[src/source/video_pkg.sv]
package video_pkg;

	// pixel coordinates on the 160x120 grid
	typedef logic [7:0] coord_x_t;
	typedef logic [6:0] coord_y_t;

	// one bit each for red, green and blue
	typedef logic [2:0] colour_t;

	localparam colour_t colour_black = 3'b000;

endpackage
[src/source/game_pkg.sv]
package game_pkg;

	import video_pkg::*;

	// cars and player share one square sprite
	localparam int sprite_size = 4;
	localparam int player_step = 2;

	localparam int num_cars = 3;
	typedef logic [1:0] car_index_t;

	// car table, index 0 in the low slot
	// lanes sit one sprite apart below the goal row
	localparam coord_y_t [num_cars-1:0] car_lane_y = {7'd12, 7'd8, 7'd4};
	localparam coord_x_t [num_cars-1:0] car_start_x = {8'd16, 8'd8, 8'd0};
	localparam coord_x_t [num_cars-1:0] car_speed = {8'd3, 8'd2, 8'd1};
	// blue, green, cyan
	localparam colour_t [num_cars-1:0] car_colour = {3'b011, 3'b010, 3'b001};

	typedef enum logic [2:0] {
		seq_idle,
		seq_update,
		seq_clear,
		seq_draw_car,
		seq_draw_player,
		seq_check,
		seq_over
	} seq_state_t;

endpackage

[src/source/crossing_game.sv]
`timescale 1ns/1ps

module crossing_game
	import video_pkg::*;
#(
	parameter int screen_w = 160,
	parameter int screen_h = 120
) (
	input logic clock,
	input logic resetn,
	input logic start,
	input logic left,
	input logic right,
	input logic up,
	input logic down,
	input colour_t player_colour_sel,
	output coord_x_t x,
	output coord_y_t y,
	output colour_t colour,
	output logic plot,
	output logic crushed,
	output logic won,
	output logic [9:0] elapsed
);

	logic restart;
	logic advance;
	logic draw;
	logic done;
	coord_x_t player_x;
	coord_y_t player_y;
	colour_t player_colour;
	coord_x_t car_x0;
	coord_x_t car_x1;
	coord_x_t car_x2;
	coord_x_t origin_x;
	coord_y_t origin_y;
	coord_x_t width;
	coord_y_t height;
	colour_t fill;

	player_input #(.screen_w(screen_w), .screen_h(screen_h)) u_player (
		.clock(clock), .resetn(resetn), .restart(restart), .advance(advance),
		.left(left), .right(right), .up(up), .down(down),
		.player_colour_sel(player_colour_sel),
		.player_x(player_x), .player_y(player_y), .player_colour(player_colour)
	);

	traffic #(.screen_w(screen_w), .screen_h(screen_h)) u_traffic (
		.clock(clock), .resetn(resetn), .restart(restart), .advance(advance),
		.car_x0(car_x0), .car_x1(car_x1), .car_x2(car_x2)
	);

	game_sequencer #(.screen_w(screen_w), .screen_h(screen_h)) u_sequencer (
		.clock(clock), .resetn(resetn), .start(start), .done(done),
		.player_x(player_x), .car_x0(car_x0), .car_x1(car_x1), .car_x2(car_x2),
		.player_y(player_y), .player_colour(player_colour),
		.restart(restart), .advance(advance), .draw(draw),
		.origin_x(origin_x), .origin_y(origin_y), .width(width), .height(height),
		.fill(fill), .crushed(crushed), .won(won), .elapsed(elapsed)
	);

	// single pixel source for the whole frame
	sprite_raster #(.screen_w(screen_w), .screen_h(screen_h)) u_raster (
		.clock(clock), .resetn(resetn), .draw(draw),
		.origin_x(origin_x), .origin_y(origin_y), .width(width), .height(height),
		.fill(fill), .x(x), .y(y), .colour(colour), .plot(plot), .done(done)
	);

endmodule

[src/source/sprite_raster.sv]
`timescale 1ns/1ps

module sprite_raster
	import video_pkg::*;
#(
	parameter int screen_w = 160,
	parameter int screen_h = 120
) (
	input logic clock,
	input logic resetn,
	input logic draw,
	input coord_x_t origin_x,
	input coord_y_t origin_y,
	input coord_x_t width,
	input coord_y_t height,
	input colour_t fill,
	output coord_x_t x,
	output coord_y_t y,
	output colour_t colour,
	output logic plot,
	output logic done
);

	coord_x_t ox_q;
	coord_y_t oy_q;
	coord_x_t w_q;
	coord_y_t h_q;
	coord_x_t col;
	coord_y_t row;
	coord_x_t clip_w;
	coord_y_t clip_h;
	coord_x_t next_col;
	coord_y_t next_row;
	logic wrap;

	always_comb begin
		// trim anything past the right or bottom edge
		if (int'(origin_x) + int'(width) > screen_w)
			clip_w = coord_x_t'(screen_w - int'(origin_x));
		else
			clip_w = width;
		if (int'(origin_y) + int'(height) > screen_h)
			clip_h = coord_y_t'(screen_h - int'(origin_y));
		else
			clip_h = height;
		wrap = (col == w_q - coord_x_t'(1));
		next_col = wrap ? '0 : col + coord_x_t'(1);
		next_row = wrap ? row + coord_y_t'(1) : row;
	end

	// plot doubles as the busy flag, done marks the last pixel
	always_ff @(posedge clock) begin
		if (!resetn) begin
			plot <= 1'b0;
			done <= 1'b0;
			col <= '0;
			row <= '0;
		end else if (draw) begin
			plot <= 1'b1;
			done <= (clip_w == coord_x_t'(1)) && (clip_h == coord_y_t'(1));
			col <= '0;
			row <= '0;
		end else if (plot && !done) begin
			plot <= 1'b1;
			done <= (next_col == w_q - coord_x_t'(1)) && (next_row == h_q - coord_y_t'(1));
			col <= next_col;
			row <= next_row;
		end else begin
			plot <= 1'b0;
			done <= 1'b0;
		end
	end

	always_ff @(posedge clock) begin
		if (draw) begin
			ox_q <= origin_x;
			oy_q <= origin_y;
			w_q <= clip_w;
			h_q <= clip_h;
			x <= origin_x;
			y <= origin_y;
			colour <= fill;
		end else if (plot && !done) begin
			x <= ox_q + next_col;
			y <= oy_q + next_row;
		end
	end

endmodule

[src/source/game_sequencer.sv]
`timescale 1ns/1ps

module game_sequencer
	import video_pkg::*;
	import game_pkg::*;
#(
	parameter int screen_w = 160,
	parameter int screen_h = 120
) (
	input logic clock,
	input logic resetn,
	input logic start,
	input logic done,
	input coord_x_t player_x,
	input coord_x_t car_x0,
	input coord_x_t car_x1,
	input coord_x_t car_x2,
	input coord_y_t player_y,
	input colour_t player_colour,
	output logic restart,
	output logic advance,
	output logic draw,
	output coord_x_t origin_x,
	output coord_y_t origin_y,
	output coord_x_t width,
	output coord_y_t height,
	output colour_t fill,
	output logic crushed,
	output logic won,
	output logic [9:0] elapsed
);

	seq_state_t state;
	car_index_t car_idx;
	coord_x_t car_x [num_cars];
	logic hit;

	function automatic int gap(input int a, input int b);
		return (a > b) ? a - b : b - a;
	endfunction

	assign car_x[0] = car_x0;
	assign car_x[1] = car_x1;
	assign car_x[2] = car_x2;

	// overlap test of the player square against every car square
	always_comb begin
		hit = 1'b0;
		for (int k = 0; k < num_cars; k++) begin
			if (gap(int'(player_x), int'(car_x[k])) < sprite_size &&
			    gap(int'(player_y), int'(car_lane_y[k])) < sprite_size)
				hit = 1'b1;
		end
	end

	// rectangle for the current draw step
	always_comb begin
		origin_x = '0;
		origin_y = '0;
		width = coord_x_t'(sprite_size);
		height = coord_y_t'(sprite_size);
		fill = colour_black;
		case (state)
			seq_clear: begin
				width = coord_x_t'(screen_w);
				height = coord_y_t'(screen_h);
			end
			seq_draw_car: begin
				origin_x = car_x[car_idx];
				origin_y = car_lane_y[car_idx];
				fill = car_colour[car_idx];
			end
			seq_draw_player: begin
				origin_x = player_x;
				origin_y = player_y;
				fill = player_colour;
			end
			default: begin
			end
		endcase
	end

	// pulses are raised on the edge that enters the next state
	always_ff @(posedge clock) begin
		if (!resetn) begin
			state <= seq_idle;
			car_idx <= '0;
			restart <= 1'b0;
			advance <= 1'b0;
			draw <= 1'b0;
			crushed <= 1'b0;
			won <= 1'b0;
			elapsed <= '0;
		end else begin
			restart <= 1'b0;
			advance <= 1'b0;
			draw <= 1'b0;
			case (state)
				seq_idle, seq_over: begin
					// first frame of a game goes straight to clear
					if (start) begin
						crushed <= 1'b0;
						won <= 1'b0;
						elapsed <= '0;
						restart <= 1'b1;
						draw <= 1'b1;
						state <= seq_clear;
					end
				end
				seq_update: begin
					draw <= 1'b1;
					state <= seq_clear;
				end
				seq_clear: begin
					if (done) begin
						car_idx <= '0;
						draw <= 1'b1;
						state <= seq_draw_car;
					end
				end
				seq_draw_car: begin
					if (done) begin
						draw <= 1'b1;
						if (car_idx == car_index_t'(num_cars - 1))
							state <= seq_draw_player;
						else
							car_idx <= car_idx + car_index_t'(1);
					end
				end
				seq_draw_player: begin
					if (done)
						state <= seq_check;
				end
				seq_check: begin
					if (hit) begin
						crushed <= 1'b1;
						state <= seq_over;
					end else if (player_y == '0) begin
						won <= 1'b1;
						state <= seq_over;
					end else begin
						elapsed <= elapsed + 10'd1;
						advance <= 1'b1;
						state <= seq_update;
					end
				end
				default: state <= seq_idle;
			endcase
		end
	end

endmodule

[src/source/traffic.sv]
`timescale 1ns/1ps

module traffic
	import video_pkg::*;
	import game_pkg::*;
#(
	parameter int screen_w = 160,
	parameter int screen_h = 120
) (
	input logic clock,
	input logic resetn,
	input logic restart,
	input logic advance,
	output coord_x_t car_x0,
	output coord_x_t car_x1,
	output coord_x_t car_x2
);

	localparam int max_x = screen_w - sprite_size;

	// lanes plus the goal row and the start row must fit
	if (screen_h < sprite_size * (num_cars + 2) || screen_w < 2 * sprite_size) begin : g_size_check
		$error("screen is too small for the car lanes");
	end

	coord_x_t car_x [num_cars];
	coord_x_t next_x [num_cars];

	// step right, wrap back to the left edge past the last column
	always_comb begin
		for (int k = 0; k < num_cars; k++) begin
			if (int'(car_x[k]) + int'(car_speed[k]) > max_x)
				next_x[k] = coord_x_t'(int'(car_x[k]) + int'(car_speed[k]) - (max_x + 1));
			else
				next_x[k] = car_x[k] + car_speed[k];
		end
	end

	always_ff @(posedge clock) begin
		if (!resetn || restart) begin
			for (int k = 0; k < num_cars; k++)
				car_x[k] <= car_start_x[k];
		end else if (advance) begin
			for (int k = 0; k < num_cars; k++)
				car_x[k] <= next_x[k];
		end
	end

	assign car_x0 = car_x[0];
	assign car_x1 = car_x[1];
	assign car_x2 = car_x[2];

endmodule

[src/source/player_input.sv]
`timescale 1ns/1ps

module player_input
	import video_pkg::*;
	import game_pkg::*;
#(
	parameter int screen_w = 160,
	parameter int screen_h = 120
) (
	input logic clock,
	input logic resetn,
	input logic restart,
	input logic advance,
	input logic left,
	input logic right,
	input logic up,
	input logic down,
	input colour_t player_colour_sel,
	output coord_x_t player_x,
	output coord_y_t player_y,
	output colour_t player_colour
);

	localparam int max_x = screen_w - sprite_size;
	localparam int max_y = screen_h - sprite_size;
	localparam coord_x_t start_x = coord_x_t'(max_x / 2);
	localparam coord_y_t start_y = coord_y_t'(max_y);

	int next_x;
	int next_y;

	// net step per axis, then clamp to the screen
	always_comb begin
		next_x = int'(player_x);
		next_y = int'(player_y);
		if (right)
			next_x = next_x + player_step;
		if (left)
			next_x = next_x - player_step;
		if (down)
			next_y = next_y + player_step;
		// up moves toward the goal row
		if (up)
			next_y = next_y - player_step;
		if (next_x < 0)
			next_x = 0;
		else if (next_x > max_x)
			next_x = max_x;
		if (next_y < 0)
			next_y = 0;
		else if (next_y > max_y)
			next_y = max_y;
	end

	always_ff @(posedge clock) begin
		if (!resetn) begin
			player_x <= start_x;
			player_y <= start_y;
		end else if (restart) begin
			player_x <= start_x;
			player_y <= start_y;
		end else if (advance) begin
			player_x <= coord_x_t'(next_x);
			player_y <= coord_y_t'(next_y);
		end
	end

	// colour is picked once per game
	always_ff @(posedge clock) begin
		if (restart)
			player_colour <= player_colour_sel;
	end

endmodule

[config.mk]
export PLATFORM = sky130hd
export DESIGN_NAME = crossing_game
export DESIGN_NICKNAME = d
export VERILOG_FILES = /design/src/source/video_pkg.sv /design/src/source/game_pkg.sv /design/src/source/crossing_game.sv /design/src/source/sprite_raster.sv /design/src/source/game_sequencer.sv /design/src/source/traffic.sv /design/src/source/player_input.sv
export SDC_FILE = /design/constraint.sdc
export NUM_CORES = 1
export LEC_CHECK = 0
export BUFFER_PORTS_ARGS = -buffer_cell sky130_fd_sc_hd__buf_4
export CAP_MARGIN = 15
export CORE_ASPECT_RATIO = 1.25
export CORE_MARGIN = 2
export CORE_UTILIZATION = 35
export CTS_CLUSTER_DIAMETER = 40
export CTS_CLUSTER_SIZE = 12
export DETAILED_ROUTE_END_ITERATION = 12
export SLEW_MARGIN = 10
export SYNTH_ARGS = -nofsm -noshare
export SYNTH_HDL_FRONTEND = slang
export SYNTH_SLANG_ARGS = --single-unit
[constraint.sdc]
create_clock -name clock -period 10.83 [get_ports clock]
set_input_delay 0.5415 -clock clock [delete_from_list [all_inputs] [get_ports clock]]
set_output_delay 0.5415 -clock clock [all_outputs]
set_load 0.03 [all_outputs]
==> impl_metrics.toml, run 1 <==
[outcome]
status = "completed"

[worst_hold_path]
hp-start = "player_colour_sel[0]"
min_path_type = "input pin to flop"

[worst_setup_path]
r2r_start = "u_sequencer.state[2]"
critPathKind = "flop to flop"
crit_path_max_fanout = 14
end_kind = "flop"
critPathRequiredTime_ns = 11.01
crit_start = "u_sequencer.state[2]"
crit_arrival_ns = 4.76
critPathLaunchType = "flop"

[final_layout]
drive_gt1_share_pct = 8.096
register_area_um2 = 3254
num-fill-cells = 3007
utilization_pct = 39.84
multi_input_area_um2 = 7019
diodes = 0
fin_nets = 1397
finalInstanceArea_um2 = 12030
syn2layout_area_growth_pct = 11.62

[floorplanning]
num_rows = 71
io_pins = 41
die-area_um2 = 32230
die_h_um = 200.2
core_area_um2 = 30200
chipWidth_um = 161.0
initial_core_util_pct = 35.69

[timing]
finalWorstSetupSlack_ns = 6.246
setup_tns_ns = 0
min_period_over_period_pct = 42.32
timing.final.hold_violations = 0
clock.fmax_mhz = 218.2
holdWs_ns = 0.3150
worst_slew_pin_slew_ns = 0.9995
rsz0062_at_grt = "no"
drv_slew = 0
maxSlewHeadroom_pct = 32.50
setup_violations = 0
finalCriticalPeriod_ns = 4.584
fin_skew_ns = 0.01086

[clocking]
cts_root_buffer = "clkbuf_16"
cts_setup_buffers = 0
cts_made_buffers = 17
clock_sinks = 125
cts_buffer_depth = 2
cts.reportedPaths.clkPinSlew_ns = 0.07
tritoncts = "yes"
cts_resized = 0
clock_latency_ns = 0.43
cts_hold_buf = 0
cts_max_level = 4

[yosys]
synth.distinct_cells = 86
synthAdderAreaFrac_pct = 12.16
async_flop_share_pct = 0
synth_top_area_share_pct = 20.89
synth_flop_cell = "edfxtp_1"
synth_compound_area_share_pct = 19.20
synthTopCellsByCount = "nor2_1 (104), xnor2_1 (104), ha_1 (100)"
synthSimpleGateAreaFrac_pct = 19.56
synthMuxAreaShare_pct = 2.553
synthTopCellsByArea = "edfxtp_1 (21%), ha_1 (12%), dfxtp_1 (9.3%)"
ys_ff_latch = 125
postSynthAreaPerCell_um2 = 8.542
syn_area_um2 = 10780
ys_seq_area_share_pct = 30.18
synth_edf_count = 75
synth_top_family_by_area = "simple AND/OR/NAND/NOR gates"
ys_warn_count = 0
yosysTopAreaCell = "edfxtp_1"
synthXorXnorAreaFrac_pct = 11.54
synth_cells = 1262

[global_route]
grt_max_degree = 62
grt_overflow = 0
antenna_found_initial = 0
grt_pass1_wl_mm = 46.71
globalRouteTotalUtil_pct = 17.92
grt_pass1_vias = 9123

[routing]
routed_via_density = 5.426
wl_per_cell_um = 16.88
drc = 0
drt-total-wl_mm = 28.66
num_vias = 9213
ant_nets = 0
firstDrtPassIters = 5
drt_iter0_drc = 543

[placement]
place.port_buffers = 40
routabilityCongestion = 0.9688
place_area_um2 = 11430
dp_hpwl_mm = 21.93
pre_cts_ws_ns = 6.292

[power_and_ir_drop]
p_per_area_nw_per_um2 = 107.7
max-vdd-ir-drop_mv = 0.09526
power_leakage_nw = 4.825

[job]
maxCapViolCount = 0
-- path summary, 6_finish.rpt --
| path | to | slack (ns) | cells after the start |
|---|---|---|---|
| min reg2reg | u_sequencer.crushed | 0.49 | 2 |
| max | u_raster.h_q[2] | 6.25 | 13 |
| max reg2reg | u_raster.h_q[2] | 6.25 | 13 |
| min | u_player.player_colour[0] | 0.32 | 1 |
-- stage by stage --
stage                     instances  power (mW)
after detailed placement       1665      0.7375
after floorplan                1263      0.6884
after global routing           1698       1.350
after CTS                      1697       1.306
final                          1698       1.295
after global placement         1665      0.7364
-- flip-flops by register name, summed over array words and instances, names as in the netlist, 6 cells and up --
register and cells:
u_player.player_x 7, u_player.player_y 6, u_raster.col 8, u_raster.h_q 7, u_raster.ox_q 8, u_raster.oy_q 7, u_raster.row 7, u_raster.w_q 8
u_raster.x 8, u_raster.y 7, u_sequencer.elapsed 10, u_traffic.car_x 24
-- cells by family (layout without fill, tap and decap cells) --
family / Yosys count / in the layout
XOR/XNOR: 142 / 142
buffers and inverters: 130 / 164
AO/OA/AOI/OAI: 317 / 317
adder cells (fa/ha/maj): 103 / 103
AND/OR/NAND/NOR: 416 / 416
flip-flops: 125 / 125
multiplexers: 27 / 27
other: 2 / 3
-- metal layers --
layer  wire length, um  vias to the layer above  GRT usage (%)
met3              1071                       62          2.878
met5                 0                        -              0
met4              1144                        0          8.195
li1                  -                     4583              -
met1             12000                     4360          20.74
met2             14440                      208          32.17
-- critical path, cell delays in order, from the launching register on --
cell and delay [ns]:
dfxtp_1 0.47, nor2b_1 0.47, and2_0 0.65, a22oi_1 0.31
inv_1 0.21, ha_1 0.26, a21o_1 0.18, a21oi_1 0.32
xnor2_1 0.10, a21oi_1 0.14, o21ai_0 0.09, a311oi_1 0.75
nand2_1 0.22, o21a_1 0.16
-- cells in the final DEF (no fill, tap or decap), types with 43 or more instances in the layout --
cell / count
buf_4: 44
edfxtp_1: 75
ha_1: 100
inv_1: 86
dfxtp_1: 49
nand2_1: 91
a21oi_1: 93
o21ai_0: 71
nor2_1: 104
nand3_1: 43
xnor2_1: 104
-- cell type report --
type / instances / area share, %
multi-input combinational: 1008 / 58.33
sequential: 125 / 27.05
tap: 401 / 4.170
clock buffer: 19 / 3.681
timing repair buffer: 45 / 2.974
inverter: 87 / 2.714
clock inverter: 13 / 1.081
-- power by group --
part / leakage (nW) / switching (mW) / internal [mW]
logic: 3.41 / 0.114 / 0.0731
registers: 1.14 / 0.0166 / 0.525
clock network: 0.273 / 0.240 / 0.327
total: 4.83 / 0.370 / 0.925
(Power assumes the default switching activity.)
==> inputs of run 2 (changes only) <==
==> constraint.sdc (replaced) <==
create_clock -name clock -period 4.8 [get_ports clock]
set_input_delay 0.24 -clock clock [delete_from_list [all_inputs] [get_ports clock]]
set_output_delay 0.24 -clock clock [all_outputs]
set_load 0.03 [all_outputs]
==> run 2 against run 1 <==
Wire length rose by 0.65%. Count of clock-buffer cells in the layout fell by 2. Sequential power rose by 130%. Design area rose by 0.91%. Utilization rose by 0.36 points. Fmax rose by 4.8%. Global-route usage barely moved.
==> impl_metrics.toml, run 2 (same netlist as run 1, synthesis figures left out) <==
[timing]
setup_tns_ns = 0
maxSlewHeadroom_pct = 31.03
min_period_over_period_pct = 91.16
worst_slew_pin_slew_ns = 1.032
drv_slew = 0
fin_skew_ns = 0.01699
timing.final.hold_violations = 0
setup_violations = 0
rsz0062_at_grt = "no"
clock.fmax_mhz = 228.5
finalCriticalPeriod_ns = 4.376

[clocking]
tritoncts = "yes"
cts.reportedPaths.clkPinSlew_ns = 0.06
cts_resized = 0
cts_max_level = 4
cts_root_buffer = "clkbuf_16"
clock_sinks = 125
cts_made_buffers = 17
clock_latency_ns = 0.44
cts_buffer_depth = 2

[floorplanning]
core_area_um2 = 30200
io_pins = 41
initial_core_util_pct = 35.69
die-area_um2 = 32230
chipWidth_um = 161.0
die_h_um = 200.2
num_rows = 71

[routing]
num_vias = 9309
wl_per_cell_um = 16.83
drt-total-wl_mm = 28.84
routed_via_density = 5.431
firstDrtPassIters = 4
drc = 0
drt_iter0_drc = 458
ant_nets = 0

[final_layout]
top_register = "u_traffic.car_x"
drive_gt1_share_pct = 9.063
multi_input_area_um2 = 7019
biggestRegsByFlops = "u_traffic.car_x x24, u_sequencer.elapsed x10"
final_cell_mix = "xnor2_1 (104), nor2_1 (104), ha_1 (100)"
num-fill-cells = 3025
fin_nets = 1413
diodes = 0
instances_no_fill = 1714
syn2layout_area_growth_pct = 12.64
register_area_um2 = 3254
largest_register_ffs = 24

[global_route]
globalRouteTotalUtil_pct = 17.88
grt_max_degree = 62
grt_pass1_wl_mm = 46.38
grt_overflow = 0
antenna_found_initial = 0
grt_pass1_vias = 9019

[placement]
place.port_buffers = 40
routabilityCongestion = 0.9400
dp_hpwl_mm = 22.15
place_inst = 1679

[power_and_ir_drop]
max-vdd-ir-drop_mv = 0.2069
p_per_area_nw_per_um2 = 240.4
power_leakage_nw = 4.896

[worst_setup_path]
critPathMaxStageDelay_ns = 0.50
path_buf_inv = 2
critPathRequiredTime_ns = 4.94
crit_path_max_fanout = 6
critPathSlowestCell = "edfxtp_1"
crit_arrival_ns = 4.52
critPathTopFamily = "XOR/XNOR gates"
end_kind = "flop"
critPathLaunchType = "flop"
critPathKind = "flop to flop"
crit_chain = "inv_1 > ha_1 > xor2_1 > xnor2_1 > nand3_1 > nor3_1 > and4bb_2 > mux2i_1 > inv_1 > fa_1 > a21o_1 > a21oi_1 > o21bai_1 > a21oi_1 > xor2_1 > xnor2_1 > o21ai_0"

[job]
maxCapViolCount = 0

[outcome]
status = "completed"

[worst_hold_path]
min_path_type = "input pin to flop"
[run 2: cell count changes in the layout (fill, tap and decap cells not counted), sizes merged]
cell,change
buf,+13
dlygate4sd3,+3
clkbuf,-2
inv,+2
clkinv,+1
clkinvlp,-1
[run 2: tightest hold or removal path: stages]
cell and delay, ns:
buf_4 0.16, nand2_1 0.07, a21oi_1 0.04
[run 2: worst paths after layout]
check / startpoint / to / slack, ns / cells after the start
max: u_raster.w_q[0] / u_raster.y[6] / 0.42 / 17
min: resetn / u_sequencer.state[1] / 0.13 / 3
max reg2reg: u_raster.w_q[0] / u_raster.y[6] / 0.42 / 17
min reg2reg: u_sequencer.elapsed[9] / u_sequencer.elapsed[9] / 0.50 / 2
[run 2: routing by layer]
metal	track usage (%)	routed length (um)	share of wire, %	up-vias
met5	0	0	0	-
li1	-	-	-	4622
met3	2.692	914	3.2	65
met2	32.54	14720	51	221
met1	20.75	12170	42	4401
met4	7.398	1039	3.6	0
[run 2: cell type report]
type,count,area share [%]
multi-input combinational,1008,57.81
sequential,125,26.80
tap,401,4.132
timing repair buffer,61,3.833
clock buffer,17,3.503
inverter,87,2.689
clock inverter,15,1.236
[run 2: metrics by stage]
stage	setup WS (ns)	cell area, um^2	utilization (%)	hold WS (ns)	total power, mW
after floorplan	0.7288	10780	-	0.3389	1.553
after global placement	0.5933	11540	38.20	0.4205	1.659
after detailed placement	0.4303	11540	38.20	0.4210	1.664
after CTS	0.3993	12130	40.17	0.001450	2.948
after global routing	0.06572	12140	40.20	0.1040	3.045
final	0.4244	12140	40.20	0.1265	2.919
[run 2: where the power goes]
part           switching (mW)  leakage (nW)  internal, mW
Combinational           0.257          3.48         0.166
Sequential             0.0381          1.14          1.18
Clock                   0.546         0.277         0.728
Total                   0.841          4.90          2.08
[run 2: what timing repair did]
item / CTS / global route
hold buffers: 2 / 1
endpoints found under the setup margin: 0 / 0
buffers inserted: 0 / 0
hold endpoints to repair: 2 / 1
==> inputs of run 3 (changes only) <==
--- a/config.mk
+++ b/config.mk
@@ -9,10 +9,11 @@
 export CAP_MARGIN = 15
 export CORE_ASPECT_RATIO = 1.25
 export CORE_MARGIN = 2
-export CORE_UTILIZATION = 35
+export CORE_UTILIZATION = 60
 export CTS_CLUSTER_DIAMETER = 40
 export CTS_CLUSTER_SIZE = 12
 export DETAILED_ROUTE_END_ITERATION = 12
+export PLACE_DENSITY = 0.78
 export SLEW_MARGIN = 10
 export SYNTH_ARGS = -nofsm -noshare
 export SYNTH_HDL_FRONTEND = slang
==> constraint.sdc (replaced) <==
create_clock -name clock -period 4.8 [get_ports clock]
set_input_delay 0.24 -clock clock [delete_from_list [all_inputs] [get_ports clock]]
set_output_delay 0.24 -clock clock [all_outputs]
set_load 0.01 [all_outputs]
==> run 3 against run 2 <==
Flip-flop and latch count is the same. Count of clock-buffer cells in the layout increased by 5. Cell count down 9.9%. Combinational power decreased by 3%. Clock power barely moved. Fmax is 1.6% higher. Utilization grew 28 points. Wire length fell by 3.7%. Register-to-register slack improved by 0.07 ns. Hold slack barely moved. Critical endpoint unchanged. Highest routed layer unchanged.
==> impl_metrics.toml, run 3 (same netlist as run 1, synthesis figures left out) <==
[final_layout]
drive_gt1_share_pct = 9.394
instances_no_fill = 1544
biggestRegsByFlops = "u_traffic.car_x x24, u_sequencer.elapsed x10"
fin_nets = 1420
top_register = "u_traffic.car_x"
syn2layout_area_growth_pct = 11.33
diodes = 0
utilization_pct = 68.58
largest_register_ffs = 24
finalInstanceArea_um2 = 12000
final_cell_mix = "xnor2_1 (104), nor2_1 (104), ha_1 (100)"

[clocking]
tritoncts = "yes"
cts_resized = 0
clock_latency_ns = 0.43
cts_hold_buf = 3
cts_made_buffers = 17
cts_root_buffer = "clkbuf_16"
cts_setup_buffers = 0
clock_sinks = 125
cts_buffer_depth = 2
cts_max_level = 4
cts.reportedPaths.clkPinSlew_ns = 0.06

[routing]
drc = 0
drt-total-wl_mm = 27.77
num_vias = 9515
highest_layer = "met4"
route.met3.wl_mm = 1.296
wl_per_cell_um = 17.99
ant_nets = 0
firstDrtPassIters = 7
wl_met1_mm = 10.97
routed_via_density = 6.163
wl_met2_mm = 14.04
drt_iter0_drc = 697

[floorplanning]
num_rows = 54
chipWidth_um = 123.9
die_h_um = 153.9
initial_core_util_pct = 61.60
die-area_um2 = 19060
core_area_um2 = 17500
io_pins = 41

[placement]
place_area_um2 = 11360
dp_hpwl_mm = 20.85
place.port_buffers = 40
routabilityCongestion = 0.9531
pre_cts_ws_ns = 0.5517
place_inst = 1508

[timing]
min_period_over_period_pct = 89.72
rsz0062_at_grt = "no"
maxSlewHeadroom_pct = 40.56
drv_slew = 0
timing.final.hold_violations = 0
finalCriticalPeriod_ns = 4.307
worst_slew_pin_slew_ns = 0.8916
setup_violations = 0
clock.fmax_mhz = 232.2
finalWorstSetupSlack_ns = 0.4935
setup_tns_ns = 0
fin_skew_ns = 0.01250
holdWs_ns = 0.1263

[worst_setup_path]
crit_start = "u_raster.w_q[0]"
critPathLaunchType = "flop"
critPathKind = "flop to flop"
r2r_start = "u_raster.w_q[0]"
crit_arrival_ns = 4.46
ff2ff_setup_slack_ns = 0.49
end_kind = "flop"
critPathRequiredTime_ns = 4.95
crit_path_max_fanout = 6

[global_route]
antenna_found_initial = 0
grt_overflow = 0
grt_pass1_wl_mm = 44.04
grt_max_degree = 60
globalRouteTotalUtil_pct = 29.52
grt_pass1_vias = 9018

[power_and_ir_drop]
p_per_area_nw_per_um2 = 241.7
p_comb_share_pct = 14.1
total_power_mw = 2.901
power_frac_clock_pct = 43.7
power_leakage_nw = 4.948
p_int_mw = 2.109
p_sw_mw = 0.7917
max-vdd-ir-drop_mv = 0.2080
swShare_pct = 27.29
seq_power_share_pct = 42.2

[job]
maxCapViolCount = 0

[worst_hold_path]
hp-start = "resetn"
min_path_type = "input pin to flop"

[outcome]
status = "completed"
==> run 3: path summary, 6_finish.rpt <==
path	end	cells past startpoint
worst min-delay path	u_sequencer.state[1]	3
worst max register to register	u_raster.y[6]	17
worst min register to register	u_sequencer.crushed	2
worst max-delay path	u_raster.y[6]	17
==> run 3: power groups by stage <==
stage                     clock network [mW]  registers (mW)  logic, mW
after floorplan                            0            1.24      0.291
after detailed placement                   0            1.25      0.396
after CTS                               1.28            1.22      0.402
after global routing                    1.32            1.23      0.452
final                                   1.27            1.22      0.409
after global placement                     0            1.24      0.390
==> run 3: metal layers <==
layer	vias up	track usage [%]
met5	-	0
met4	0	17.66
met3	98	4.451
met2	298	51.44
met1	4487	33.49
li1	4632	-
==> run 3: area by class of cell <==
cell class                 count  area [um^2]
fill                        1456         5498
tap                          224        280.3
multi-input combinational   1008         7019
timing repair buffer          68        538.0
clock inverter                10        75.07
inverter                      87        326.6
sequential                   125         3254
clock buffer                  22        508.0
==> run 3: worst max-delay path, cell delays in order, from the launching register on <==
cell and delay, ns:
edfxtp_1 0.47, inv_1 0.09, ha_1 0.19, xor2_1 0.37, xnor2_1 0.16, nand3_1 0.09, nor3_1 0.25, and4bb_2 0.36
mux2i_1 0.33, inv_1 0.14, fa_1 0.44, a21o_1 0.20, a21oi_1 0.21, o21bai_1 0.10, a21oi_1 0.19, xor2_1 0.22
xnor2_1 0.14, o21ai_0 0.08
